File: config.mk
export PLATFORM = sky130hd
export DESIGN_NAME = engine_config_capture
export DESIGN_NICKNAME = d
export VERILOG_FILES = /design/src/rtl/mem_pkg.sv /design/src/rtl/engine_pkg.sv /design/src/rtl/fifo_rd_if.sv /design/src/rtl/sync_fifo.sv /design/src/rtl/setup_response_filter.sv /design/src/rtl/config_sequencer.sv /design/src/rtl/engine_config_capture.sv
export SDC_FILE = /design/constraint.sdc
export NUM_CORES = 1
export LEC_CHECK = 0
export BUFFER_PORTS_ARGS = -buffer_cell sky130_fd_sc_hd__buf_2
export CAP_MARGIN = 15
export CORE_ASPECT_RATIO = 1.1
export CORE_MARGIN = 8
export CORE_UTILIZATION = 61
export CTS_CLUSTER_SIZE = 16
export DETAILED_ROUTE_END_ITERATION = 7
export GPL_TIMING_DRIVEN = 0
export HOLD_SLACK_MARGIN = 0.12
export PLACE_DENSITY = 0.78
export SYNTH_ARGS = -nofsm -noshare
export SYNTH_HDL_FRONTEND = slang
export SYNTH_SLANG_ARGS = --single-unit
File: constraint.sdc
create_clock -name ap_clk -period 5.6 [get_ports ap_clk]
set_input_delay 0 -clock ap_clk [delete_from_list [all_inputs] [get_ports ap_clk]]
set_output_delay 0 -clock ap_clk [all_outputs]
set_load 0.01 [all_outputs]
File: src/rtl/mem_pkg.sv
/* memory response package
   buffer classes, response field widths and the response word layout */
package mem_pkg;

    // --------------------------------------------------------------------
    // field widths
    // --------------------------------------------------------------------
    localparam int OFFSET_W = 16;
    localparam int SHIFT_W  = 4;
    localparam int FIELD_W  = 32;

    // --------------------------------------------------------------------
    // buffer classes carried by a response
    // --------------------------------------------------------------------
    typedef enum logic [2:0] {
        BUF_INVALID      = 3'd0,
        BUF_CU_SETUP     = 3'd1,
        BUF_ENGINE_SETUP = 3'd2,
        BUF_OTHER        = 3'd3
    } buffer_class_t;

    // one response word as seen by the engine
    typedef struct packed {
        buffer_class_t         buf_class;
        logic [OFFSET_W-1:0]   offset;
        logic [SHIFT_W-1:0]    shift;
        logic [FIELD_W-1:0]    field0;
    } mem_response_t;

    // sequence number of a response word
    function automatic logic [OFFSET_W-1:0] resp_sequence(input mem_response_t r);
        logic [OFFSET_W-1:0] seq;
        seq = r.offset >> r.shift;
        return seq;
    endfunction

    // only the two set-up classes carry engine parameters
    function automatic logic is_setup_class(input buffer_class_t c);
        logic hit;
        hit = (c == BUF_CU_SETUP) || (c == BUF_ENGINE_SETUP);
        return hit;
    endfunction

endpackage : mem_pkg

File: src/rtl/engine_pkg.sv
/* engine configuration package
   sequence window, configuration layout and FIFO sizing */
package engine_pkg;

    // --------------------------------------------------------------------
    // sequence window
    // --------------------------------------------------------------------
    // words per configuration set
    localparam int SEQ_W  = 16;

    // --------------------------------------------------------------------
    // configuration layout
    // --------------------------------------------------------------------
    localparam int HOPS_W = 8;

    typedef struct packed {
        logic [HOPS_W-1:0] hops;
    } engine_config_t;

    // --------------------------------------------------------------------
    // FIFO sizing
    // --------------------------------------------------------------------
    // depth must stay a power of two, pointers wrap on their own
    localparam int FIFO_DEPTH  = 32;
    localparam int PROG_THRESH = 24;

    localparam int FIFO_ADDR_W = $clog2(FIFO_DEPTH);
    localparam int FIFO_CNT_W  = FIFO_ADDR_W + 1;

endpackage : engine_pkg

File: src/rtl/fifo_rd_if.sv
/* read side of a synchronous FIFO
   pop strobe, empty flag and one-cycle valid with the popped word */
`timescale 1ns/1ns

interface fifo_rd_if #(
    parameter type payload_t = logic
);

    logic     rd_en;
    logic     empty;
    logic     valid;
    payload_t dout;

    // FIFO side
    modport source (
        input  rd_en,
        output empty,
        output valid,
        output dout
    );

    // reader side
    modport sink (
        output rd_en,
        input  empty,
        input  valid,
        input  dout
    );

endinterface : fifo_rd_if

File: src/rtl/sync_fifo.sv
/* synchronous FIFO with programmable-full flag
   registered read data, valid one cycle after an accepted pop */
`timescale 1ns/1ns

module sync_fifo
    import engine_pkg::*;
#(
    parameter type payload_t = logic
) (
    input  logic       ap_clk,
    input  logic       rst_n,
    input  logic       wr_en,
    input  payload_t   din,
    output logic       prog_full,
    fifo_rd_if.source  rd
);

    // --------------------------------------------------------------------
    // storage and pointers
    // --------------------------------------------------------------------
    payload_t               mem [FIFO_DEPTH];
    logic [FIFO_ADDR_W-1:0] wr_ptr;
    logic [FIFO_ADDR_W-1:0] rd_ptr;
    logic [FIFO_CNT_W-1:0]  count;
    logic                   full;
    logic                   wr_ok;
    logic                   rd_ok;

    assign full      = (count == FIFO_CNT_W'(FIFO_DEPTH));
    assign rd.empty  = (count == '0);
    assign prog_full = (count >= FIFO_CNT_W'(PROG_THRESH));

    // writes into a full FIFO are dropped, pops on empty are ignored
    assign wr_ok = wr_en && !full;
    assign rd_ok = rd.rd_en && !rd.empty;

    always_ff @(posedge ap_clk) begin
        if (!rst_n) begin
            wr_ptr   <= '0;
            rd_ptr   <= '0;
            count    <= '0;
            rd.valid <= 1'b0;
        end else begin
            rd.valid <= rd_ok;
            if (wr_ok) begin
                wr_ptr <= wr_ptr + 1'b1;
            end
            if (rd_ok) begin
                rd_ptr <= rd_ptr + 1'b1;
            end
            case ({wr_ok, rd_ok})
                2'b10:   count <= count + 1'b1;
                2'b01:   count <= count - 1'b1;
                default: count <= count;
            endcase
        end
    end

    // data path
    always_ff @(posedge ap_clk) begin
        if (wr_ok) begin
            mem[wr_ptr] <= din;
        end
        if (rd_ok) begin
            rd.dout <= mem[rd_ptr];
        end
    end

    // --------------------------------------------------------------------
    // checks
    // --------------------------------------------------------------------
    // upstream is expected to respect the fill level
    a_no_write_when_full: assert property (
        @(posedge ap_clk) disable iff (!rst_n) wr_en |-> !full
    ) else $error("sync_fifo write while full, word dropped");

    // valid only ever answers a pop that moved the read pointer
    a_valid_after_read: assert property (
        @(posedge ap_clk) disable iff (!rst_n) rd.valid |-> (rd_ptr == $past(rd_ptr + 1'b1))
    ) else $error("sync_fifo valid without a preceding read");

endmodule : sync_fifo

File: src/rtl/setup_response_filter.sv
/* set-up response filter
   captures each response and keeps set-up words inside the engine window */
`timescale 1ns/1ns

module setup_response_filter
    import mem_pkg::*;
    import engine_pkg::*;
#(
    parameter int unsigned WINDOW_BASE = 0
) (
    input  logic          ap_clk,
    input  logic          rst_n,
    input  logic          resp_valid,
    input  mem_response_t resp,
    output logic          push,
    output mem_response_t push_data
);

    // one extra bit so the upper bound never wraps
    localparam logic [OFFSET_W:0] SEQ_LO = (OFFSET_W + 1)'(WINDOW_BASE);
    localparam logic [OFFSET_W:0] SEQ_HI = (OFFSET_W + 1)'(WINDOW_BASE + SEQ_W);

    logic                resp_valid_q;
    mem_response_t       resp_q;
    logic [OFFSET_W-1:0] seq;
    logic                in_window;
    logic                class_hit;

    // --------------------------------------------------------------------
    // response capture
    // --------------------------------------------------------------------
    always_ff @(posedge ap_clk) begin
        if (!rst_n) begin
            resp_valid_q <= 1'b0;
        end else begin
            resp_valid_q <= resp_valid;
        end
    end

    always_ff @(posedge ap_clk) begin
        resp_q <= resp;
    end

    // --------------------------------------------------------------------
    // window and class match
    // --------------------------------------------------------------------
    assign seq       = resp_sequence(resp_q);
    assign in_window = ({1'b0, seq} >= SEQ_LO) && ({1'b0, seq} < SEQ_HI);
    assign class_hit = is_setup_class(resp_q.buf_class);

    assign push      = resp_valid_q && class_hit && in_window;
    assign push_data = resp_q;

endmodule : setup_response_filter

File: src/rtl/config_sequencer.sv
/* configuration sequencer
   pops filtered responses, tracks one set and pushes its configuration */
`timescale 1ns/1ns

module config_sequencer
    import mem_pkg::*;
    import engine_pkg::*;
#(
    parameter int unsigned WINDOW_BASE = 0
) (
    input  logic           ap_clk,
    input  logic           rst_n,
    input  logic           engine_run,
    fifo_rd_if.sink        resp_rd,
    input  logic           cfg_prog_full,
    output logic           cfg_push,
    output engine_config_t cfg_data
);

    localparam logic [OFFSET_W-1:0] SEQ_START = OFFSET_W'(WINDOW_BASE);

    // bit n set means n+1 words of the current set have arrived
    logic [SEQ_W-1:0]    tracker;
    logic                closing;
    logic                last_in_flight;
    logic                tracker_idle;
    logic                start_hit;
    mem_response_t       word;
    logic [OFFSET_W-1:0] word_seq;
    engine_config_t      cfg_q;

    assign word         = resp_rd.dout;
    assign word_seq     = resp_sequence(word);
    assign tracker_idle = (tracker == '0);
    assign start_hit    = tracker_idle && (word_seq == SEQ_START);

    // --------------------------------------------------------------------
    // pop control
    // --------------------------------------------------------------------
    // stop once the final word is already on its way
    assign last_in_flight = tracker[SEQ_W-2] && resp_rd.valid;
    assign closing        = tracker[SEQ_W-1] || last_in_flight;

    assign resp_rd.rd_en = !resp_rd.empty && engine_run && !cfg_prog_full && !closing;

    // --------------------------------------------------------------------
    // sequence tracker
    // --------------------------------------------------------------------
    always_ff @(posedge ap_clk) begin
        if (!rst_n) begin
            tracker <= '0;
        end else if (tracker[SEQ_W-1]) begin
            // set complete
            tracker <= '0;
        end else if (resp_rd.valid) begin
            if (start_hit) begin
                tracker <= SEQ_W'(1);
            end else begin
                // an idle tracker stays idle, the stray word is dropped
                tracker <= tracker << 1;
            end
        end
    end

    // hops comes from the first word of the set
    always_ff @(posedge ap_clk) begin
        if (resp_rd.valid && start_hit) begin
            cfg_q.hops <= word.field0[HOPS_W-1:0];
        end
    end

    // --------------------------------------------------------------------
    // configuration output
    // --------------------------------------------------------------------
    assign cfg_push = tracker[SEQ_W-1];
    assign cfg_data = cfg_q;

    a_tracker_onehot: assert property (
        @(posedge ap_clk) disable iff (!rst_n) $onehot0(tracker)
    ) else $error("config_sequencer tracker holds more than one bit");

endmodule : config_sequencer

File: src/rtl/engine_config_capture.sv
/* engine configuration capture top level
   filter, response FIFO, sequencer and configuration FIFO */
`timescale 1ns/1ns

module engine_config_capture
    import mem_pkg::*;
    import engine_pkg::*;
#(
    parameter int unsigned WINDOW_BASE = 0
) (
    input  logic                ap_clk,
    input  logic                rst_n,
    input  logic                resp_valid,
    input  buffer_class_t       resp_class,
    input  logic [OFFSET_W-1:0] resp_offset,
    input  logic [SHIFT_W-1:0]  resp_shift,
    input  logic [FIELD_W-1:0]  resp_field0,
    input  logic                engine_run,
    input  logic                cfg_rd_en,
    output logic                cfg_valid,
    output logic [HOPS_W-1:0]   cfg_hops,
    output logic                cfg_empty
);

    mem_response_t  resp_word;
    logic           resp_push;
    mem_response_t  resp_push_data;
    logic           cfg_push;
    engine_config_t cfg_data;
    logic           cfg_prog_full;

    fifo_rd_if #(.payload_t(mem_response_t))  resp_rd ();
    fifo_rd_if #(.payload_t(engine_config_t)) cfg_rd ();

    // ---------------------------------------------------------------------
    // input packing
    // ---------------------------------------------------------------------
    assign resp_word.buf_class = resp_class;
    assign resp_word.offset    = resp_offset;
    assign resp_word.shift     = resp_shift;
    assign resp_word.field0    = resp_field0;

    setup_response_filter #(.WINDOW_BASE(WINDOW_BASE)) u_filter (
        .ap_clk    (ap_clk),
        .rst_n     (rst_n),
        .resp_valid(resp_valid),
        .resp      (resp_word),
        .push      (resp_push),
        .push_data (resp_push_data)
    );

    // response fill level is not used for back-pressure
    sync_fifo #(.payload_t(mem_response_t)) u_resp_fifo (
        .ap_clk   (ap_clk),
        .rst_n    (rst_n),
        .wr_en    (resp_push),
        .din      (resp_push_data),
        .prog_full(),
        .rd       (resp_rd.source)
    );

    config_sequencer #(.WINDOW_BASE(WINDOW_BASE)) u_sequencer (
        .ap_clk       (ap_clk),
        .rst_n        (rst_n),
        .engine_run   (engine_run),
        .resp_rd      (resp_rd.sink),
        .cfg_prog_full(cfg_prog_full),
        .cfg_push     (cfg_push),
        .cfg_data     (cfg_data)
    );

    sync_fifo #(.payload_t(engine_config_t)) u_cfg_fifo (
        .ap_clk   (ap_clk),
        .rst_n    (rst_n),
        .wr_en    (cfg_push),
        .din      (cfg_data),
        .prog_full(cfg_prog_full),
        .rd       (cfg_rd.source)
    );

    // ---------------------------------------------------------------------
    // configuration read port
    // ---------------------------------------------------------------------
    assign cfg_rd.rd_en = cfg_rd_en;
    assign cfg_valid    = cfg_rd.valid;
    assign cfg_hops     = cfg_rd.dout.hops;
    assign cfg_empty    = cfg_rd.empty;

endmodule : engine_config_capture

======== Word-level counts from Yosys, hierarchy flattened ========
Memory sizes are Yosys's and may differ from the RTL's. A register that Yosys moved wholly into a read port is not among the register bits.
Index checks and enable logic that the tools add are counted.
storage, ports and cells
  output and inout port bits .............. 10
  register bits ........................... 114
  ROM bits ................................ 0
  latch bits .............................. 0
  bits of input ports ..................... 60
  memories kept ........................... 2
  logic and storage cells ................. 75
  bits in writable memories ............... 2016
operators by class
  reductions and logical operators ........ 28
  bitwise logic cells ..................... 2
  shifts and indexed selects .............. 2
  muxes and demuxes ....................... 7
  divide/modulo/power cells ............... 0
  add/sub/neg operators ................... 8
  $mul .................................... 0
  eq/ne operators ......................... 8
  magnitude comparators ................... 2
memories
  name             depth  bits a word  read ports  clocked after Yosys merged registers in  wr ports  line             text
  u_resp_fifo.mem  32     55           1           1                                        1         sync_fifo.sv:21  payload_t mem [FIFO_DEPTH];
  u_cfg_fifo.mem   32     8            1           1                                        1         sync_fifo.sv:21
operators by type and width
  operator             number
  $logic_not 16->1     2
  $shr 16x4->16        2
  $pmux 6 s2           2
  $add 5x1->5 const B  4
  $lt 16x5->1 const B  1
  $mux 15              1
  $add 6x1->6 const B  2
  $eq 6x6->1 const B   2
  $logic_and 1x1->1    12
  $logic_not 6->1      2
  $sub 6x1->6 const B  2
  $ge 6x5->1 const B   1
  $logic_not 1->1      6
  $eq 2x1->1 const B   2
  $eq 2x2->1 const B   2
  $mux 1               4
  $reduce_bool 2->1    2
  $reduce_or 4->1      1
  $eq 3x1->1 const B   1
  $eq 3x2->1 const B   1
  $logic_or 1x1->1     2
  $not 1->1            2
  $reduce_or 2->1      1

======== Longest topological paths before layout ========
  word-level depth ........................ 8
  depth in mapped cells ................... 15
  gate-level depth less buffers ........... 14

======== Cells and area by module ========
Synthesis repeated with hierarchy kept, for this count alone.
second synthesis, totals
  cells, all modules ...................... 3849
  area total of the unflattened synthesis .. 82681.8 um^2
by module, submodules not included
  module                    instances  sequential area each (um^2)  area an instance (um^2)  cells an instance
  sync_fifo at u_resp_fifo  1          54842.6                      69212.6                  3083
  sync_fifo at u_cfg_fifo   1          8267.9                       11135.7                  590
  setup_response_filter     1          1121.1                       1272.5                   80
  config_sequencer          1          560.5                        1061.0                   96

======== Worst setup path before layout ========
Ideal clock, no wire load.
  path type ............................... reg2reg
  start ................................... register u_resp_fifo.rd.valid
  end ..................................... register u_resp_fifo.count[5]
  slack ................................... 1.451 ns
  cell stages (with the launch flop) ...... 13
  data arrival time ....................... 4.021 ns
  path buffers ............................ 1
  data required time ...................... 5.473 ns
  path through ............................ dfxtp_1 -> clkbuf_1 -> nand2_1 -> nand4_1 -> a31oi_1 -> ha_1 -> ha_1 -> a21o_1 -> a21oi_1 -> nand4b_1 -> nand4_1 -> xnor2_1 -> nor2_1
between the ends
  longest elaborated chain between the ends .. 7
  elaborated cells between the ends (all ways) .. 9
  those cells by class .................... 2 x eq/ne; 1 x mux; 6 x reduce/logical
RTL lines
  what                                                    line                    text
  start: declaration                                      fifo_rd_if.sv:18        output valid,
  start signal: assignment                                sync_fifo.sv:44         rd.valid <= rd_ok;
  $logic_and 1x1->1 (*)                                   config_sequencer.sv:41  assign last_in_flight = tracker[SEQ_W-2] && resp_rd.valid;
  $logic_or 1x1->1 (*)                                    config_sequencer.sv:42  assign closing = tracker[SEQ_W-1] || last_in_flight;
  $logic_not 1->1 (*)                                     config_sequencer.sv:44  assign resp_rd.rd_en = !resp_rd.empty && engine_run && !cfg_prog_full && !closing;
  $logic_and 1x1->1 (*)                                   config_sequencer.sv:44
  $logic_and 1x1->1 (*)                                   sync_fifo.sv:35         assign rd_ok = rd.rd_en && !rd.empty;
  named net u_resp_fifo.rd_ok                             sync_fifo.sv:27         logic rd_ok;
  $eq 2x1->1 / $eq 2x2->1 (equally long branches)         sync_fifo.sv:51         case ({wr_ok, rd_ok})
  $pmux 6 s2 / $reduce_bool 2->1 (equally long branches)  n/a
  end signal: assignment                                  sync_fifo.sv:52         2'b10: count <= count + 1'b1;
  end signal: assignment                                  sync_fifo.sv:53         2'b01: count <= count - 1'b1;
  end signal: assignment                                  sync_fifo.sv:54         default: count <= count;
  end: declaration                                        sync_fifo.sv:24         logic [FIFO_CNT_W-1:0] count;
Mark *: on every way through the listed nets, which the timed path passes. The rest lies on a longest branch.
A chain may end at the register's enable or synchronous reset.

======== Final worst setup path ========
  start ................................... register u_filter.resp_q (netlist bit u_filter.push_data[32])
  end ..................................... memory u_resp_fifo.mem[24][0] (netlist bit), enable pin
between the ends
  longest elaborated chain between the ends .. 6
RTL lines
  what                          line                         text
  start: declaration            setup_response_filter.sv:24  mem_response_t resp_q;
  start signal: assignment      setup_response_filter.sv:41  resp_q <= resp;
  $shr 16x4->16                 mem_pkg.sv:33                seq = r.offset >> r.shift;
  $lt 16x5->1                   setup_response_filter.sv:48  assign in_window = ({1'b0, seq} >= SEQ_LO) && ({1'b0, seq} < SEQ_HI);
  $logic_and 1x1->1             setup_response_filter.sv:51  assign push = resp_valid_q && class_hit && in_window;
  $logic_and 1x1->1             sync_fifo.sv:34              assign wr_ok = wr_en && !full;
  $mux 1                        sync_fifo.sv:61              if (wr_ok) begin
  $mux 1 (implied by the code)  sync_fifo.sv:62              mem[wr_ptr] <= din;
  end: declaration              sync_fifo.sv:21
No other way between the ends.

==> flow_metrics.tcl <==
set metrics [dict create \
    status "finished, final reports clean" \
    overflow 0 \
    syn2layout_area_growth_pct 14.8 \
    max_freq_mhz 208 \
    synthTopCellsByCount "1196 x edfxtp_1, 360 x mux4_2, 118 x nor2_1" \
    synthFlopType "edfxtp_1" \
    post-route-period-util 0.859 \
    worst_slew_pin_slew_ns 1.26 \
    hpwlAfterDp_um 71100 \
    grt_pass1_vias 25334 \
    p_int_w 0.0151 \
    p_sw_frac 0.200 \
    relSlewSlack 0.159 \
    yosysTopAreaCell "edfxtp_1" \
    path_clk_slew_ns 0.06 \
    power_leakage_nw 17.1 \
    wl_met3_um 11500 \
    fin_util 0.707 \
    synthArstFlopShare 0 \
    syn_inst 2128 \
    initial_core_util 0.616 \
    power_frac_comb 0.023 \
    route.detailed.drc 0 \
    highest_layer "met4" \
    holdCritPathClass "in -> reg" \
    wl_met1_um 40200 \
    setup_viol 0 \
    wl_met2_um 60900 \
    rsz0062_at_grt "no" \
    core_um2 78900 \
    crit_chain "buf_16 -> inv_1 -> a2111oi_0 -> o211ai_1 -> o22ai_1 -> clkbuf_1 -> nand3_1 -> nor2_4 -> buf_16" \
    synth_top_area_share 0.738 \
    ys_seq_area_frac 0.772 \
    clockBufferDepth 3 \
    crit_type "reg -> reg" \
    syn_area_um2 48600 \
    drt_iter0_markers 3229 \
    fin_ws_ns 0.788 \
    tritoncts "built" \
    die_area_um2 89000 \
    place_ws_ns 0.453 \
    synth-edff-count 1196 \
    drive_gt1_frac 0.291 \
    slew_viol_final 0 \
    crit_top_cell "buf_16" \
    rows 108 \
    arrival_ns 5.20 \
    die_w_um 285 \
    fin_nets 2479 \
    vias 24174 \
    grt_start_max_net_pins 38 \
    grt_use_total 0.267 \
    grt_pass1_wl_um 172000 \
    antenna_found_initial 1 \
    htreeDepth 3 \
    die_h_um 312 \
    synth.distinct_cells 42 \
    place_congestion 0.818 \
    drtPass1Iterations 6 \
    ys_ff_latch 1278 \
    clkSinkCount 1278 \
    power.switching_w 0.00378 \
    power_density_nw_per_um2 338 \
    period_minus_slack_ns 4.81 \
    io_pins 70 \
    pwr-share-seq 0.557 \
    drtAntennaViolNets 0 \
    worstPathMaxFanout 27 \
    fin_skew_ns 0.0351 \
    crit_path_end_kind "flip-flop" \
    syn_nets 2210 \
    cap_violations 0 \
    root_buffer "clkbuf_16" \
    cts_buffers 115 \
    hold_slack_ns 0.331 \
    max_stage_delay_ns 1.01 \
    drt-wirelength-per-cell_um 33.9 \
    ys_top_cells_by_area "edfxtp_1 74%, mux4_2 17%, dfxtp_1 3.4%, nor2_1 0.91%, mux2_2 0.88%" \
    vias_per_cell 6.82 \
    io_buffers 44 \
    clk-insertion-delay-late_ns 0.70 \
    hold_viol 0 \
    critPathLaunchType "flip-flop" \
    syn_avg_cell_area_um2 22.9 \
    ys.warnings.count 0 \
    synth.most_common_cell "edfxtp_1" \
    wl_um 120000 \
    p_clk_frac 0.420 \
    vdd.ir_drop.worst_mv 0.303 \
    num_antenna_cells 0 \
    cp.required_ns 5.98 \
    crit_slowest_cell "nor2_4" \
]
power by group through the flow:
stage	Clock, W	Sequential [W]	Combinational, W
3_5_place_dp	0	0.0107	0.000364
2_1_floorplan	0	0.0107	0.000261
5_1_grt	0.00829	0.0105	0.000452
3_3_place_gp	0	0.0107	0.000349
6_report	0.00793	0.0105	0.000431
4_1_cts	0.00796	0.0105	0.000409
through the flow:
step,instance area (um2),TNS [ns],total power [W],cells
after floorplan,48600,0,0.0109,2128
after detailed placement,51200,0,0.0111,3250
after global placement,50200,-487.10,0.0111,3217
final,55800,0,0.0189,3543
after global routing,55800,0,0.0193,3543
after CTS,55600,0,0.0189,3535
cell families after synthesis:
kind of cell    synth area share
simple gates              0.0184
fa+ha+maj                0.00597
compound gates           0.00774
flops                      0.772
buf+inv                   0.0121
mux                        0.180
xor+xnor                 0.00396
cell usage in the layout (no fill, tap or decap), types with 6 or more instances in the layout:
master,instances
nand3_1,13
buf_1,9
clkbuf_8,10
nand2_1,18
bufinv_16,9
buf_2,62
xor2_1,13
buf_6,6
a21o_1,6
mux4_2,360
o21ai_0,7
xnor2_1,9
nor3_1,6
edfxtp_1,1196
mux2i_1,20
dlygate4sd3_1,67
nor2_4,32
clkbuf_16,119
inv_1,26
dfxtp_1,82
nand4_1,10
a31oi_1,8
ha_1,20
clkinvlp_4,6
clkinv_2,23
buf_12,18
a21oi_1,19
buf_16,20
clkinv_1,21
nor2_1,86
clkbuf_1,85
buf_4,10
mux2_2,38
worst paths after layout:
check	from	to	slack, ns	cells past startpoint
min reg2reg	u_resp_fifo.rd.dout[6]	u_sequencer.cfg_data[6]	0.42	0
min	cfg_rd_en	u_cfg_fifo.rd.dout[5]	0.33	3
max reg2reg	u_filter.push_data[32]	u_resp_fifo.mem[24][0]	0.79	9
max	u_filter.push_data[32]	u_resp_fifo.mem[24][0]	0.79	9
routing by layer:
layer / track usage / vias up
li1: - / 9470
met1: 0.323 / 12499
met5: 0 / -
met3: 0.0488 / 392
met4: 0.148 / 0
met2: 0.454 / 1813
registers in the layout (all words and copies together) (netlist names):
| signal | cells |
|---|---|
| u_resp_fifo.mem | 896 |
| u_cfg_fifo.mem | 256 |
| u_filter.push_data | 31 |
| u_resp_fifo.rd.dout | 28 |
| u_sequencer.tracker | 16 |
| u_cfg_fifo.rd.dout | 8 |
| u_sequencer.cfg_data | 8 |
| u_cfg_fifo.count | 6 |
| u_resp_fifo.count | 6 |
| u_cfg_fifo.rd_ptr | 5 |
| u_cfg_fifo.wr_ptr | 5 |
| u_resp_fifo.rd_ptr | 5 |
| u_resp_fifo.wr_ptr | 5 |
| u_cfg_fifo.rd.valid | 1 |
| u_filter.resp_valid_q | 1 |
| u_resp_fifo.rd.valid | 1 |
worst max-delay path, delay by kind of cell, from the launching register on:
family                 cells  cell delay [ns]
DFF                        1             0.55
and+or+nand+nor            2             1.80
buffers and inverters      4             1.03
AOI/OAI and AO/OA          3             1.09
area by class of cell:
cell class                 instances  area [um2]
inverter                          26        97.6
buffer                           103         492
fill                            4349       23100
clock inverter                    64         576
timing repair buffer             152        1850
clock buffer                     154        3210
multi-input combinational        721       10700
tap                             1045        1310
sequential                      1278       37600
repair_timing:
| item | CTS | global route |
|---|---|---|
| hold endpoints to repair | 65 | 0 |
| buffers inserted | 0 | 0 |
| setup endpoints to repair | 0 | 0 |
| hold buffers | 67 | 0 |
| gates resized for setup | 0 | 0 |
(Power assumes the default switching activity.)
